### config.mk
export PLATFORM = sky130hd
export DESIGN_NAME = skid_buffer
export DESIGN_NICKNAME = d
export VERILOG_FILES = /design/src/source/pcap_defs.svh /design/src/source/pcap_pkg.sv /design/src/source/skid_buffer.sv
export SDC_FILE = /design/constraint.sdc
export NUM_CORES = 1
export LEC_CHECK = 0
export BUFFER_PORTS_ARGS = -buffer_cell sky130_fd_sc_hd__buf_2
export CAP_MARGIN = 20
export CORE_MARGIN = 4
export CORE_UTILIZATION = 30
export CTS_CLUSTER_SIZE = 20
export DETAILED_ROUTE_END_ITERATION = 8
export GPL_TIMING_DRIVEN = 1
export PLACE_DENSITY = 0.59
export SETUP_SLACK_MARGIN = 0.5
export SLEW_MARGIN = 10
export SYNTH_ARGS = -nofsm -noshare
export SYNTH_HDL_FRONTEND = slang
export SYNTH_SLANG_ARGS = --single-unit
### constraint.sdc
create_clock -name clk -period 4.7 [get_ports clk]
set_input_delay 0.47 -clock clk [delete_from_list [all_inputs] [get_ports clk]]
set_output_delay 0.47 -clock clk [all_outputs]
set_load 0.05 [all_outputs]
### src/source/pcap_defs.svh
`ifndef PCAP_DEFS_SVH
`define PCAP_DEFS_SVH

// packet FIFO size per channel, in 32-bit words
`define PCAP_FIFO_DEPTH 16

// fill count width, must hold the value DEPTH itself
`define PCAP_USEDW_W ($clog2(`PCAP_FIFO_DEPTH + 1))

// longest memory burst in words
`define PCAP_BURST_MAX 4

// seconds, nanoseconds, length, length
`define PCAP_HDR_WORDS 4

// peer capture channels sharing the memory port
`define PCAP_CHANNELS 2

`endif
### src/source/pcap_pkg.sv
package pcap_pkg;

    // start request for one packet
    typedef struct packed {
        logic [31:0] addr;   // byte address of the header
        logic [15:0] len;    // payload length in words
    } capture_desc_t;

    // one beat on the memory write port
    typedef struct packed {
        logic [31:0] addr;        // burst start address, same for all beats
        logic [2:0]  burstcount;  // 1..4
        logic [31:0] data;
    } mem_cmd_t;

    // time of day as seen at the start of capture
    typedef struct packed {
        logic [31:0] sec;
        logic [31:0] nsec;
    } timestamp_t;

    // capture writer sequencing
    typedef enum logic [2:0] {
        IDLE,
        PREP,
        WR_HEADER,
        WR_PAYLOAD,
        DONE
    } writer_state_e;

endpackage

### src/source/skid_buffer.sv
`timescale 1ns/1ps

module skid_buffer (
    input  logic                clk,
    input  logic                reset,
    input  logic                i_valid,
    input  pcap_pkg::mem_cmd_t  i_data,
    output logic                o_ready,
    output logic                o_valid,
    output pcap_pkg::mem_cmd_t  o_data,
    input  logic                i_ready
);
    import pcap_pkg::*;

    logic     buf_valid;
    mem_cmd_t buf_data;

    // ready only depends on the held beat, never on i_ready directly
    assign o_ready = !buf_valid;

    // held beat goes first to keep order
    assign o_valid = buf_valid || i_valid;
    assign o_data = buf_valid ? buf_data : i_data;

    always_ff @(posedge clk) begin
        if (!reset) begin
            buf_valid <= 1'b0;
        end else if (buf_valid) begin
            if (i_ready) begin
                buf_valid <= 1'b0;   // held beat drained
            end
        end else if (i_valid && !i_ready) begin
            buf_valid <= 1'b1;   // accepted but downstream stalled
        end
    end

    always_ff @(posedge clk) begin
        if (!buf_valid && i_valid) begin
            buf_data <= i_data;
        end
    end

endmodule

==> flow_metrics.py <==
metrics = {
    "power": {
        "power_w": 0.00149,
        "peakVddDrop_v": 0.000148,
        "powerDensity_nw_per_um2": 385,
        "leakagePower_nw": 1.57,
    },
    "timing": {
        "hold_viol": 0,
        "finalCriticalPeriod_ns": 2.78,
        "finClkSkew_ns": 0.00741,
        "fin_crit_sh_pct": 59.3,
        "setup_violations": 0,
        "rsz0062_at_grt": "false",
        "slew_violations": 0,
        "worstMarginPinSlew_ns": 1.01,
        "max_freq_ghz": 0.359,
        "slew_headroom_pct": 32.8,
        "setup_tns_ns": 0,
    },
    "final_layout": {
        "layout_commonest_cell": "buf_2",
        "diodes": 0,
        "nNetsFinal": 362,
        "area_growth_pct": 35.3,
        "fin_area_um2": 3870,
        "multiInputGateArea_um2": 783,
        "layout_common_cells": "buf_2, mux2_2, edfxtp_1, clkbuf_8",
        "fillers": 900,
        "regArea_um2": 2030,
        "drive_above_1_share_pct": 75.3,
    },
    "routing": {
        "ant_nets": 0,
        "wl_per_cell_um": 14.1,
        "wirelength_mm": 6.01,
        "dr.pass1.iters": 4,
        "vias": 1808,
        "dr.first_iter.drc_count": 57,
        "via_per_inst": 4.25,
        "remaining_drc_errors": 0,
    },
    "clock_tree": {
        "cts_root_buf": "clkbuf_8",
        "clock_latency_ns": 0.33,
        "path_clk_slew_ns": 0.08,
        "cts_hold_buf": 0,
        "numCtsBuffers": 9,
        "cts_sinks": 68,
        "ctsResizeCount": 0,
        "h-tree-depth": 3,
        "tritoncts": "done",
        "cts.path.max_buffers": 2,
        "post-cts-setup-buffer-count": 0,
    },
    "min_path": {
        "min_path_type": "in -> reg",
    },
    "synthesis": {
        "syn_nets": 218,
        "syn_avg_cell_area_um2": 19.5,
        "ys_types": 9,
        "ys_ff_latch": 68,
        "synth_top_cell_by_area": "edfxtp_1",
        "synth_top_area_share_pct": 70.2,
        "synth_seq_area_share_pct": 70.9,
        "syn_inst": 147,
        "ys_top_cells_by_area": "edfxtp_1, mux2_2, buf_2",
        "yosysWarnings": 0,
        "netlist_area_um2": 2860,
    },
    "run_status": {
        "status": "finished, final reports clean",
    },
    "worst_setup_path": {
        "crit_arrival_ns": 2.31,
        "cp-start-kind": "register",
        "worstSetupPathType": "reg -> out",
        "crit_path_end_kind": "output pin",
        "worstPathRequired_ns": 4.23,
        "path_max_fanout": 42,
    },
    "die": {
        "core_um2": 9280,
        "fp.dieW_um": 106,
        "rows": 35,
        "die_area_um2": 11200,
        "die_y_um": 106,
        "io-pin-count": 140,
        "start_util_pct": 30.8,
    },
    "global_route": {
        "grt_start_max_net_pins": 43,
        "grt_pass1_wl_mm": 9.65,
        "overflow": 0,
        "grt_use_total_pct": 11.1,
        "grt_pass1_vias": 1901,
        "antenna_found_initial": 0,
    },
    "place": {
        "dp_hpwl_mm": 4.26,
        "postPlaceCellArea_um2": 3690,
        "gp_congestion": 0.672,
        "portBuffers": 139,
    },
    "flow_run": {
        "cap_viol_max_count": 0,
    },
}
[worst paths after layout]
kind                            slack [ns]                  from                endpoint  cells after the start
worst max-delay path                  1.92  buf_valid$_SDFF_PN0_              o_data[62]                      3
worst min-delay path                  0.32            i_data[35]  buf_data[35]$_DFFE_PP_                      1
worst max register to register        2.39  buf_valid$_SDFF_PN0_  buf_data[64]$_DFFE_PP_                      2
worst min register to register        1.36  buf_valid$_SDFF_PN0_  buf_data[17]$_DFFE_PP_                      1
[metrics by stage]
step | utilization (%) | setup slack, ns | instances | hold WS [ns]
final | 41.7 | 1.92 | 425 | 0.317
after global routing | 41.7 | 1.71 | 425 | 0.283
after CTS | 41.7 | 1.83 | 425 | 0.294
after detailed placement | 39.8 | 2.21 | 409 | 0.662
after global placement | 39.8 | 2.24 | 409 | 0.660
after floorplan | - | 0.627 | 147 | 0.569
[Yosys cell counts]
library cell  count
or2_1             1
dfxtp_1           1
mux2_2           67
edfxtp_1         67
nor2b_1           1
buf_2             6
buf_6             2
inv_1             1
and3b_1           1
[power breakdown]
part	total [W]	internal [W]	switching [W]	leakage, nW
sequential	0.000720	0.000708	0.0000118	0.657
clock	0.000461	0.000240	0.000221	0.0911
combinational	0.000312	0.0000911	0.000221	0.819
[logic make-up (layout without fill, tap and decap cells)]
kind of cell,Yosys count,count (layout),share of synthesized area (%)
buffers and inverters,9,158,1.97
muxes,67,67,26.3
and+or+nand+nor,3,3,0.743
DFF,68,68,70.9
[critical path, stage by stage, from the launching register on]
cell,delay [ns]
dfxtp_2,0.78
buf_4,0.55
mux2_2,0.40
buf_2,0.21
[routing by layer]
metal	track usage, %	share of wire [%]	wire (um)	up-vias
met2	16.1	46	2740	89
li1	-	-	-	868
met3	6.00	9.8	588	8
met5	0	0	0	-
met1	13.9	44	2620	843
met4	4.26	1.0	61	0
[final cells by class]
type,count,share of cell area (%)
clock buffer,10,3.29
clock inverter,6,1.42
inverter,1,0.0969
multi-input combinational,70,20.2
sequential,68,52.5
tap,129,4.17
timing repair buffer,141,18.3
[state kept, by name, indices dropped and copies added, names as in the netlist]
| name | flops |
|---|---|
| buf_data | 67 |
| buf_valid | 1 |
No activity file was read; power rests on OpenSTA's default activity.
