===== src/source/pcap_defs.svh =====
`ifndef PCAP_DEFS_SVH
`define PCAP_DEFS_SVH

// packet FIFO size per channel, in 32-bit words
`define PCAP_FIFO_DEPTH 16

// fill count width, must hold the value DEPTH itself
`define PCAP_USEDW_W ($clog2(`PCAP_FIFO_DEPTH + 1))

// longest memory burst in words
`define PCAP_BURST_MAX 4

// seconds, nanoseconds, length, length
`define PCAP_HDR_WORDS 4

// peer capture channels sharing the memory port
`define PCAP_CHANNELS 2

`endif

===== src/source/pkt_fifo.sv =====
`timescale 1ns/1ps
`include "pcap_defs.svh"

module pkt_fifo (
    input  logic                       clk,
    input  logic                       reset,
    input  logic                       i_wr_en,
    input  logic [31:0]                i_wr_data,
    input  logic                       i_rd_en,
    output logic [31:0]                o_rd_data,
    output logic                       o_empty,
    output logic                       o_full,
    output logic [`PCAP_USEDW_W-1:0]   o_usedw
);
    localparam int DEPTH = `PCAP_FIFO_DEPTH;
    localparam int AW = $clog2(DEPTH);
    localparam int UW = `PCAP_USEDW_W;

    logic [31:0]   mem [DEPTH];
    logic [AW-1:0] wr_ptr;
    logic [AW-1:0] rd_ptr;
    logic          do_wr;
    logic          do_rd;

    assign do_wr = i_wr_en && !o_full;   // writes into a full FIFO are dropped
    assign do_rd = i_rd_en && !o_empty;

    // head word always visible
    assign o_rd_data = mem[rd_ptr];
    assign o_empty = (o_usedw == '0);
    assign o_full = (o_usedw == UW'(DEPTH));

    always_ff @(posedge clk) begin
        if (do_wr) begin
            mem[wr_ptr] <= i_wr_data;
        end
    end

    always_ff @(posedge clk) begin
        if (!reset) begin
            wr_ptr <= '0;
            rd_ptr <= '0;
            o_usedw <= '0;
        end else begin
            if (do_wr) begin
                wr_ptr <= (wr_ptr == AW'(DEPTH - 1)) ? '0 : wr_ptr + 1'b1;
            end
            if (do_rd) begin
                rd_ptr <= (rd_ptr == AW'(DEPTH - 1)) ? '0 : rd_ptr + 1'b1;
            end
            case ({do_wr, do_rd})
                2'b10:   o_usedw <= o_usedw + 1'b1;
                2'b01:   o_usedw <= o_usedw - 1'b1;
                default: o_usedw <= o_usedw;   // both or neither
            endcase
        end
    end

endmodule


===== config.mk =====
export PLATFORM = sky130hd
export DESIGN_NAME = pkt_fifo
export DESIGN_NICKNAME = d
export VERILOG_FILES = /design/src/source/pkt_fifo.sv
export VERILOG_INCLUDE_DIRS = /design/src /design/src/source
export SDC_FILE = /design/constraint.sdc
export NUM_CORES = 1
export LEC_CHECK = 0
export ABC_AREA = 1
export BUFFER_PORTS_ARGS = -buffer_cell sky130_fd_sc_hd__buf_2
export CORE_ASPECT_RATIO = 0.9
export CORE_UTILIZATION = 50
export CTS_CLUSTER_SIZE = 12
export DETAILED_ROUTE_END_ITERATION = 10
export GPL_TIMING_DRIVEN = 0
export PLACE_DENSITY_LB_ADDON = 0.3
export SLEW_MARGIN = 25
export SYNTH_ARGS = -nofsm -noshare
export SYNTH_HDL_FRONTEND = slang
export SYNTH_SLANG_ARGS = --single-unit

===== constraint.sdc =====
create_clock -name clk -period 3.7 [get_ports clk]
set_input_delay 0.555 -clock clk [delete_from_list [all_inputs] [get_ports clk]]
set_output_delay 0.555 -clock clk [all_outputs]
set_load 0.005 [all_outputs]

==> run_results.csv <==
group,metric,value,unit
outcome,status,"finished, final reports clean",
sta,max_freq,285,MHz
floorplanning,die_w,222,µm
grt,grt_pass1_wl,85200,µm
sta,worst_slew_pin_slew,962,ps
sta,rsz0062_at_grt,"false",
power,power-per-cell-area,638,nW/µm²
clock_tree,clk_latency,590,ps
synthesis,ys_ff_latch,529,
synthesis,syn-mean-instance-area,12.5,µm²
cells_and_area,most-common-layout-cells,"edfxtp_1 (512), inv_1 (279), nand3_1 (202), nand2_1 (191), a21oi_1 (135)",
synthesis,synthDistinctLibCells,26,
synthesis,synth_edf_count,512,
grt,grt_overflow_total,0,
clock_tree,post_cts_buffers,0,
placed_design,placed_area,23500,µm²
detailed_routing,ant_nets,0,
detailed_routing,drt_pre_antenna_iters,6,
floorplanning,core,43100,µm²
sta,setup_tns,0,ps
synthesis,yosysWarnings,0,
cells_and_area,layout.nets,1948,
placed_design,port_buffers,74,
sta,report.final.slew_viol_count,0,
power,p_leak,9.11,nW
grt,globalRouteTotalUtil,25.8,%
synthesis,syn-cell-area,21900,µm²
grt,antenna_found_initial,0,
sta,finalSetupViolCount,0,
sta,skew,12.3,ps
sta,hold_viol_final,0,
floorplanning,start_util,50.8,%
run,cap_violations,0,
sta,timing.final.crit_share,94.8,%
clock_tree,cts.clk_slew.worst_paths,60,ps
placed_design,dpl.cell_count,2405,
worst_setup_path,cp_max_fo,10,
worst_setup_path,arrival,2950,ps
synthesis,ys_top_cells_by_area,"edfxtp_1 (70%), inv_1 (4.8%), nand3_1 (4.6%)",
synthesis,synth-seq-area-share,71.8,%
clock_tree,post_cts_resize_count,0,
worst_hold_path,min-delay-path-class,"in2reg",
sta,period_needed,3510,ps
grt,grt_start_max_net_pins,20,
cells_and_area,regArea,15700,µm²
worst_setup_path,start_kind,"register",
detailed_routing,route.detailed.drc,0,
synthesis,synthFlopType,"edfxtp_1",
cells_and_area,n_fill_cell,3352,
floorplanning,die_h,200,µm
worst_setup_path,cp.required,3140,ps
power,ir_drop,366,µV
worst_setup_path,crit_path_end_kind,"output pin",
clock_tree,tritoncts,"done",
clock_tree,root_buffer,"clkbuf_16",
worst_setup_path,setup.reg_to_reg.worst_slack,1150,ps
cells_and_area,area_growth,14.3,%
detailed_routing,avgRoutedWirePerCell,23.1,µm
synthesis,synth_nets,1801,
clock_tree,clkSinkCount,529,
clock_tree,clockBufferDepth,3,
floorplanning,fp.dieArea,44600,µm²
cells_and_area,fin_cells,2485,
cells_and_area,multi_input_comb_area,4480,µm²
detailed_routing,num_vias,14500,
clock_tree,cts_buffers,52,
cells_and_area,drive_gt1_share,12.5,%
cells_and_area,final_common_cell,"edfxtp_1",
grt,grt_pass1_vias,13900,
clock_tree,cts_max_level,2,
synthesis,yosysTopAreaCellShare,70.3,%
cells_and_area,diodes,0,
floorplanning,rows,72,
placed_design,gp_congestion,0.842,
detailed_routing,drt_iter0_drc,1787,
clock_tree,postCtsHoldBufs,0,
cells_and_area,final_area,25000,µm²
sta,relSlewSlack,35.8,%
detailed_routing,finalWirelength,57500,µm
synthesis,yosys.area.top_type,"edfxtp_1",
placed_design,dpl.hpwl,37800,µm
synthesis,synthArstFlopShare,0,%
worst_setup_path,critical_path_class,"reg2out",
synthesis,synthCells,1757,
floorplanning,io_pins,75,
detailed_routing,vias_per_cell,5.83,
==> area by class of cell <==
cell class | instances | area share [%]
flip-flops and latches | 529 | 62.9
multi-input cells | 842 | 17.9
clock buffers | 72 | 5.63
inverters | 280 | 4.20
repair buffers | 93 | 3.37
plain buffers | 106 | 3.01
well taps | 555 | 2.78
clock inverters | 8 | 0.230
==> per-layer routing <==
| layer | up-vias | track usage (%) | wire [µm] |
|---|---|---|---|
| li1 | 6496 | - | - |
| met1 | 7060 | 35.7 | 23000 |
| met2 | 820 | 41.3 | 27000 |
| met3 | 121 | 5.43 | 5850 |
| met4 | 0 | 7.96 | 1710 |
| met5 | - | 0 | 0 |
==> logic make-up after synthesis <==
family,synth area share [%]
adder cells (fa/ha/maj),0.458
flip-flops,71.8
buffers and inverters,8.24
XOR/XNOR,0.200
AO/OA/AOI/OAI,10.7
AND/OR/NAND/NOR,8.56
==> through the flow <==
stage                     util, %  hold slack [ps]  worst slack [ps]  total power, mW
after global placement       53.3              488              -742             11.0
after global routing         58.1              293              98.4             16.6
after floorplan                 -              475               948             9.50
after detailed placement     54.7              503               902             11.2
final                        58.1              280               191             15.9
after CTS                    58.1              255               233             15.9
==> worst paths after layout <==
| check | start | to | cells past startpoint |
|---|---|---|---|
| worst max-delay path | register | o_rd_data[26] | 6 |
| worst min-delay path | reset | wr_ptr[1]$_SDFFE_PN0P_ | 3 |
| worst min register to register | wr_ptr[0]$_SDFFE_PN0P_ | wr_ptr[0]$_SDFFE_PN0P_ | 2 |
| worst max register to register | o_usedw[1]$_SDFFE_PN0P_ | mem[10][15]$_DFFE_PP_ | 7 |
==> power by group <==
part	switching, mW	internal, mW	total, mW
Sequential	0.0771	6.77	6.84
Clock	2.12	2.68	4.80
Combinational	2.85	1.45	4.30
Total	5.05	10.9	15.9
==> critical path, stage by stage, from the launching register on <==
cell and delay, ps:
dfxtp_1 380, clkbuf_1 620, buf_1 770, nand3_1 170
nand3_1 170, nand2_1 100, buf_2 140
==> registers in the layout (all words and copies together) (netlist names), named ones only <==
name,flops
mem,512
rd_ptr,4
o_usedw,5
wr_ptr,4
==> synth_stat cells (8+ instances only) <==
cell / number
o21ai_1: 76
buf_1: 11
nand3_1: 202
buf_2: 21
buf_6: 35
a21oi_1: 135
o211ai_1: 128
o21ai_0: 60
nor2_1: 28
edfxtp_1: 512
inv_1: 279
dfxtp_1: 17
nand2_1: 191
clkbuf_1: 23
ha_1: 8
(Power assumes the default switching activity.)
