File: config.mk
export PLATFORM = sky130hd
export DESIGN_NAME = capture_writer
export DESIGN_NICKNAME = d
export VERILOG_FILES = /design/src/source/pcap_pkg.sv /design/src/source/capture_writer.sv
export VERILOG_INCLUDE_DIRS = /design/src /design/src/source
export SDC_FILE = /design/constraint.sdc
export NUM_CORES = 1
export LEC_CHECK = 0
export BUFFER_PORTS_ARGS = -buffer_cell sky130_fd_sc_hd__buf_4
export CAP_MARGIN = 20
export CORE_MARGIN = 1
export CORE_UTILIZATION = 45
export DETAILED_ROUTE_END_ITERATION = 7
export PLACE_DENSITY_LB_ADDON = 0.3
export SLEW_MARGIN = 15
export SYNTH_ARGS = -nofsm -noshare
export SYNTH_HDL_FRONTEND = slang
export SYNTH_SLANG_ARGS = --single-unit
File: constraint.sdc
create_clock -name clk -period 9.74 [get_ports clk]
set_input_delay 0.974 -clock clk [delete_from_list [all_inputs] [get_ports clk]]
set_output_delay 0.974 -clock clk [all_outputs]
set_load 0.005 [all_outputs]
File: src/source/pcap_defs.svh
`ifndef PCAP_DEFS_SVH
`define PCAP_DEFS_SVH

// packet FIFO size per channel, in 32-bit words
`define PCAP_FIFO_DEPTH 16

// fill count width, must hold the value DEPTH itself
`define PCAP_USEDW_W ($clog2(`PCAP_FIFO_DEPTH + 1))

// longest memory burst in words
`define PCAP_BURST_MAX 4

// seconds, nanoseconds, length, length
`define PCAP_HDR_WORDS 4

// peer capture channels sharing the memory port
`define PCAP_CHANNELS 2

`endif
File: src/source/pcap_pkg.sv
package pcap_pkg;

    // start request for one packet
    typedef struct packed {
        logic [31:0] addr;   // byte address of the header
        logic [15:0] len;    // payload length in words
    } capture_desc_t;

    // one beat on the memory write port
    typedef struct packed {
        logic [31:0] addr;        // burst start address, same for all beats
        logic [2:0]  burstcount;  // 1..4
        logic [31:0] data;
    } mem_cmd_t;

    // time of day as seen at the start of capture
    typedef struct packed {
        logic [31:0] sec;
        logic [31:0] nsec;
    } timestamp_t;

    // capture writer sequencing
    typedef enum logic [2:0] {
        IDLE,
        PREP,
        WR_HEADER,
        WR_PAYLOAD,
        DONE
    } writer_state_e;

endpackage

File: src/source/capture_writer.sv
`timescale 1ns/1ps
`include "pcap_defs.svh"

module capture_writer (
    input  logic                        clk,
    input  logic                        reset,
    input  logic                        i_start,
    input  pcap_pkg::capture_desc_t     i_desc,
    input  pcap_pkg::timestamp_t        i_time,
    output logic                        o_ready,
    output logic                        o_done,
    input  logic [31:0]                 i_fifo_data,
    input  logic                        i_fifo_empty,
    input  logic [`PCAP_USEDW_W-1:0]    i_fifo_usedw,
    output logic                        o_fifo_rd,
    output logic                        o_cmd_valid,
    output pcap_pkg::mem_cmd_t          o_cmd,
    input  logic                        i_cmd_ready,
    input  logic                        i_mem_accept
);
    import pcap_pkg::*;

    localparam int UW = `PCAP_USEDW_W;
    localparam int BURST_BYTES = `PCAP_BURST_MAX * 4;

    writer_state_e state;
    writer_state_e state_next;
    capture_desc_t desc_q;
    timestamp_t    time_q;

    logic [31:0] burst_addr;   // start address of the burst being issued
    logic [2:0]  hdr_left;
    logic [15:0] words_left;   // payload words not yet issued
    logic [2:0]  beats_left;   // beats left in current payload burst
    logic [2:0]  burst_bc;
    logic        in_burst;
    logic [16:0] acc_left;     // beats still to be accepted at memory

    logic        cmd_valid_q;
    mem_cmd_t    cmd_q;

    logic        adv;
    logic        hdr_load;
    logic        pay_load;
    logic        burst_go;
    logic        last_accept;
    logic [2:0]  next_bc;
    logic [31:0] hdr_word;

    assign o_ready = (state == IDLE);
    assign o_done = (state == DONE);
    assign o_cmd_valid = cmd_valid_q;
    assign o_cmd = cmd_q;

    // output register free or draining this cycle
    assign adv = !cmd_valid_q || i_cmd_ready;

    assign next_bc = (words_left >= 16'(`PCAP_BURST_MAX)) ? 3'(`PCAP_BURST_MAX)
                                                           : words_left[2:0];

    // whole burst must sit in the FIFO before it starts
    assign burst_go = (state == WR_PAYLOAD) && !in_burst && (words_left != '0)
                      && (i_fifo_usedw >= UW'(next_bc));

    assign hdr_load = ((state == PREP) || (state == WR_HEADER)) && (hdr_left != '0) && adv;
    assign pay_load = (state == WR_PAYLOAD) && in_burst && !i_fifo_empty && adv;
    assign o_fifo_rd = pay_load;

    assign last_accept = i_mem_accept && (acc_left == 17'd1);

    always_comb begin
        case (hdr_left)
            3'd4:    hdr_word = time_q.sec;
            3'd3:    hdr_word = time_q.nsec;
            default: hdr_word = {16'd0, desc_q.len};   // length, twice
        endcase
    end

    always_comb begin
        state_next = state;
        case (state)
            IDLE:       if (i_start) state_next = PREP;
            PREP:       state_next = WR_HEADER;
            WR_HEADER:  if (hdr_load && hdr_left == 3'd1) state_next = WR_PAYLOAD;
            WR_PAYLOAD: state_next = WR_PAYLOAD;   // left only by last_accept
            DONE:       state_next = IDLE;
            default:    state_next = IDLE;
        endcase
        if (last_accept) begin
            state_next = DONE;
        end
    end

    always_ff @(posedge clk) begin
        if (!reset) begin
            state <= IDLE;
            cmd_valid_q <= 1'b0;
            in_burst <= 1'b0;
            hdr_left <= '0;
            words_left <= '0;
            beats_left <= '0;
            acc_left <= '0;
        end else begin
            state <= state_next;

            if (adv) begin
                cmd_valid_q <= hdr_load || pay_load;
            end

            if (state == IDLE && i_start) begin
                hdr_left <= 3'(`PCAP_HDR_WORDS);
                words_left <= i_desc.len;
                acc_left <= {1'b0, i_desc.len} + 17'(`PCAP_HDR_WORDS);
            end else begin
                if (hdr_load) begin
                    hdr_left <= hdr_left - 1'b1;
                end
                if (pay_load) begin
                    words_left <= words_left - 1'b1;
                end
                if (i_mem_accept && acc_left != '0) begin
                    acc_left <= acc_left - 1'b1;
                end
            end

            if (burst_go) begin
                in_burst <= 1'b1;
                beats_left <= next_bc;
            end else if (pay_load) begin
                beats_left <= beats_left - 1'b1;
                if (beats_left == 3'd1) begin
                    in_burst <= 1'b0;
                end
            end
        end
    end

    // descriptor and time captured together
    always_ff @(posedge clk) begin
        if (state == IDLE && i_start) begin
            desc_q <= i_desc;
            time_q <= i_time;
            burst_addr <= i_desc.addr;
        end else if ((hdr_load && hdr_left == 3'd1) || (pay_load && beats_left == 3'd1)) begin
            burst_addr <= burst_addr + 32'(BURST_BYTES);   // next burst
        end

        if (burst_go) begin
            burst_bc <= next_bc;
        end

        // holds the last word while downstream stalls
        if (hdr_load) begin
            cmd_q <= '{addr: burst_addr, burstcount: 3'(`PCAP_HDR_WORDS), data: hdr_word};
        end else if (pay_load) begin
            cmd_q <= '{addr: burst_addr, burstcount: burst_bc, data: i_fifo_data};
        end
    end

endmodule

==> results.cfg <==
[layout]
finalNonFillerCells = 1370
syn_to_final_growth_pct = 27.4
num_antenna_cells = 0
drive_above_1_share = 0.261
final_cell_mix = buf_4, edfxtp_1, nand2_1
nNetsFinal = 1242
layout_commonest_cell = buf_4
fin_util = 0.584

[detailed_routing]
drt_iter0_drc = 421
wl_mm = 23.7
drt-pass1-iter-count = 4
drc_errors = 0
num_vias = 7405
wire_per_inst_um = 17.3
avgViaCountPerCell = 5.41
drtAntennaViolNets = 0

[die]
num_rows = 54
start_util = 0.458
chipWidth_um = 151
ioPinCount = 226
fp.coreArea_mm2 = 0.0218
chipHeight_um = 151
dieArea_mm2 = 0.0228

[worst_setup_path]
start_kind = flip-flop
path_buf_inv = 2
critPathTopFamily = buffers and inverters
cp.arrival_ps = 4340
worst-path-max-fanout = 86
crit_path_max_incr_delay_ps = 910
cp_cell_sequence = nor3_1 -> nand2_2 -> inv_4 -> buf_4 -> nand2_1 -> o211ai_1 -> and3_1
critical_path_required_ps = 10210
end_kind = flip-flop
crit_slowest_cell = buf_4
crit_type = reg -> reg

[yosys]
ys_top_cells_by_area = edfxtp_1, dfxtp_1, nand2_1
yosys_warnings = 0
synth_seq_cells = 226
yosysSeqAreaShare = 0.633
synth_flop_cell = edfxtp_1
synthCells = 852
ys_types = 52
yosysTopAreaCell = edfxtp_1
synth_edf_count = 179
synth_nets = 1022
async_reset_ff_frac = 0
syn_area_mm2 = 0.00997
syn_area_per_cell_um2 = 11.7
synth_top_area_frac = 0.539

[timing]
min_period_ps = 3880
hold-worst-slack_ps = 458
period_share = 0.398
final_hold_viol_count = 0
setup_viol = 0
finalWorstSetupSlack_ps = 5860
relSlewSlack = 0.326
max_freq_mhz = 258
maxSlewViolCount = 0
tightest_slew_ps = 1010
rsz0062_at_grt = false
fin_skew_ps = 29.1
fin_setup_tns_ps = 0

[clock_tree]
cts_num_sinks = 226
tritoncts = yes
cts_hold_buf = 0
clockBufferDepth = 3
path_clk_slew_ps = 60
cts_resized = 0
htreeDepth = 1
clk_latency_ps = 520
cts_root_buffer = clkbuf_16
cts_setup_buffers = 0
cts_buffers = 24

[global_route]
grt_usage = 0.209
grt_max_degree = 87
grt_pass1_vias = 7192
grt_pass1_wl_mm = 36.8
grt_antenna_before_repair = 0
gr-total-overflow = 0

[power_and_ir_drop]
clock_power_share = 0.362
leakage_nw = 4.74
intPower_mw = 1.80
power_switching_mw = 0.594
power_density_mw_per_mm2 = 188
power.share.sequential = 0.499
swShare = 0.248
combPwrFrac = 0.139
max-vdd-ir-drop_mv = 0.136

[run]
drv_cap = 0

[hold_path]
hold_path.class = reg -> reg

[place]
port_buffers = 225
pre_cts_ws_ps = 5790
dp.final_hpwl_mm = 16.3
place_inst = 1325
gp_congestion = 0.789

[outcome]
status = complete, no violations
## worst min-delay path: cells and delay by family (launching register included)
| kind | cells | cell delay [ps] |
|---|---|---|
| AND/OR/NAND/NOR | 2 | 100 |
| flip-flops | 1 | 320 |
## path summary, 6_finish.rpt
path / cells past startpoint / end / slack, ps / start
worst min-delay path: 2 / o_cmd[34]$_SDFFE_PP1P_ / 460 / burst_bc[2]$_DFFE_PP_
worst min register to register: 2 / o_cmd[34]$_SDFFE_PP1P_ / 460 / burst_bc[2]$_DFFE_PP_
worst max-delay path: 7 / words_left[11]$_SDFFE_PN0P_ / 5860 / state[2]$_SDFFE_PN0P_
worst max register to register: 7 / words_left[11]$_SDFFE_PN0P_ / 5860 / state[2]$_SDFFE_PN0P_
## sequential cells by signal (all words and copies together) (netlist names), 16 cells and up
signal / count
o_cmd: 67
words_left: 16
time_q: 64
desc_q: 16
burst_addr: 32
acc_left: 17
## power groups by stage
| stage | clock network [mW] | logic (mW) | registers [mW] |
|---|---|---|---|
| 6_report | 0.866 | 0.332 | 1.19 |
| 5_1_grt | 0.919 | 0.370 | 1.20 |
| 3_5_place_dp | 0 | 0.331 | 1.21 |
| 2_1_floorplan | 0 | 0.191 | 1.21 |
| 4_1_cts | 0.884 | 0.333 | 1.19 |
| 3_3_place_gp | 0 | 0.323 | 1.21 |
## stage by stage
stage / area, um2 / total power [mW]
after CTS: 12700 / 2.41
after detailed placement: 11900 / 1.54
after floorplan: 9970 / 1.40
final: 12700 / 2.39
after global placement: 11900 / 1.53
after global routing: 12700 / 2.49
## synthesized netlist by cell type, drive strengths merged (6+ instances only)
| cell | instances |
|---|---|
| nor3 | 14 |
| nand4 | 17 |
| ha | 15 |
| a31oi | 6 |
| or3 | 11 |
| xor2 | 36 |
| o21ai | 71 |
| dfxtp | 47 |
| and3 | 11 |
| a21oi | 44 |
| clkbuf | 36 |
| edfxtp | 179 |
| nand3 | 32 |
| nor2 | 34 |
| a211oi | 9 |
| nand2 | 100 |
| a22oi | 18 |
| o211ai | 10 |
| inv | 25 |
| a22o | 17 |
| nor4 | 11 |
| nor2b | 35 |
| buf | 6 |
| xnor2 | 20 |
## cells by family after synthesis
group                    Yosys count  share of synthesized area
XOR/XNOR                          56                     0.0492
multiplexers                       1                    0.00113
adder cells (fa/ha/maj)           15                     0.0188
AND/OR/NAND/NOR                  291                      0.149
AO/OA/AOI/OAI                    196                      0.123
flip-flops                       226                      0.633
buffers and inverters             67                     0.0255
## final cells by class
cell class	count	area (um2)
Sequential cell	226	6320
Fill cell	1827	9060
Tap cell	280	350
Clock inverter	13	118
Timing Repair Buffer	236	1780
Multi-Input combinational cell	559	3410
Clock buffer	31	627
Inverter	25	96.3
## per-layer routing
| layer | up-vias | wire [um] | track usage |
|---|---|---|---|
| met1 | 3540 | 9620 | 0.260 |
| met5 | - | 0 | 0 |
| met3 | 45 | 1280 | 0.0274 |
| li1 | 3599 | - | - |
| met4 | 0 | 709 | 0.0690 |
| met2 | 221 | 12100 | 0.374 |
Power figures use the tool's default switching activity.
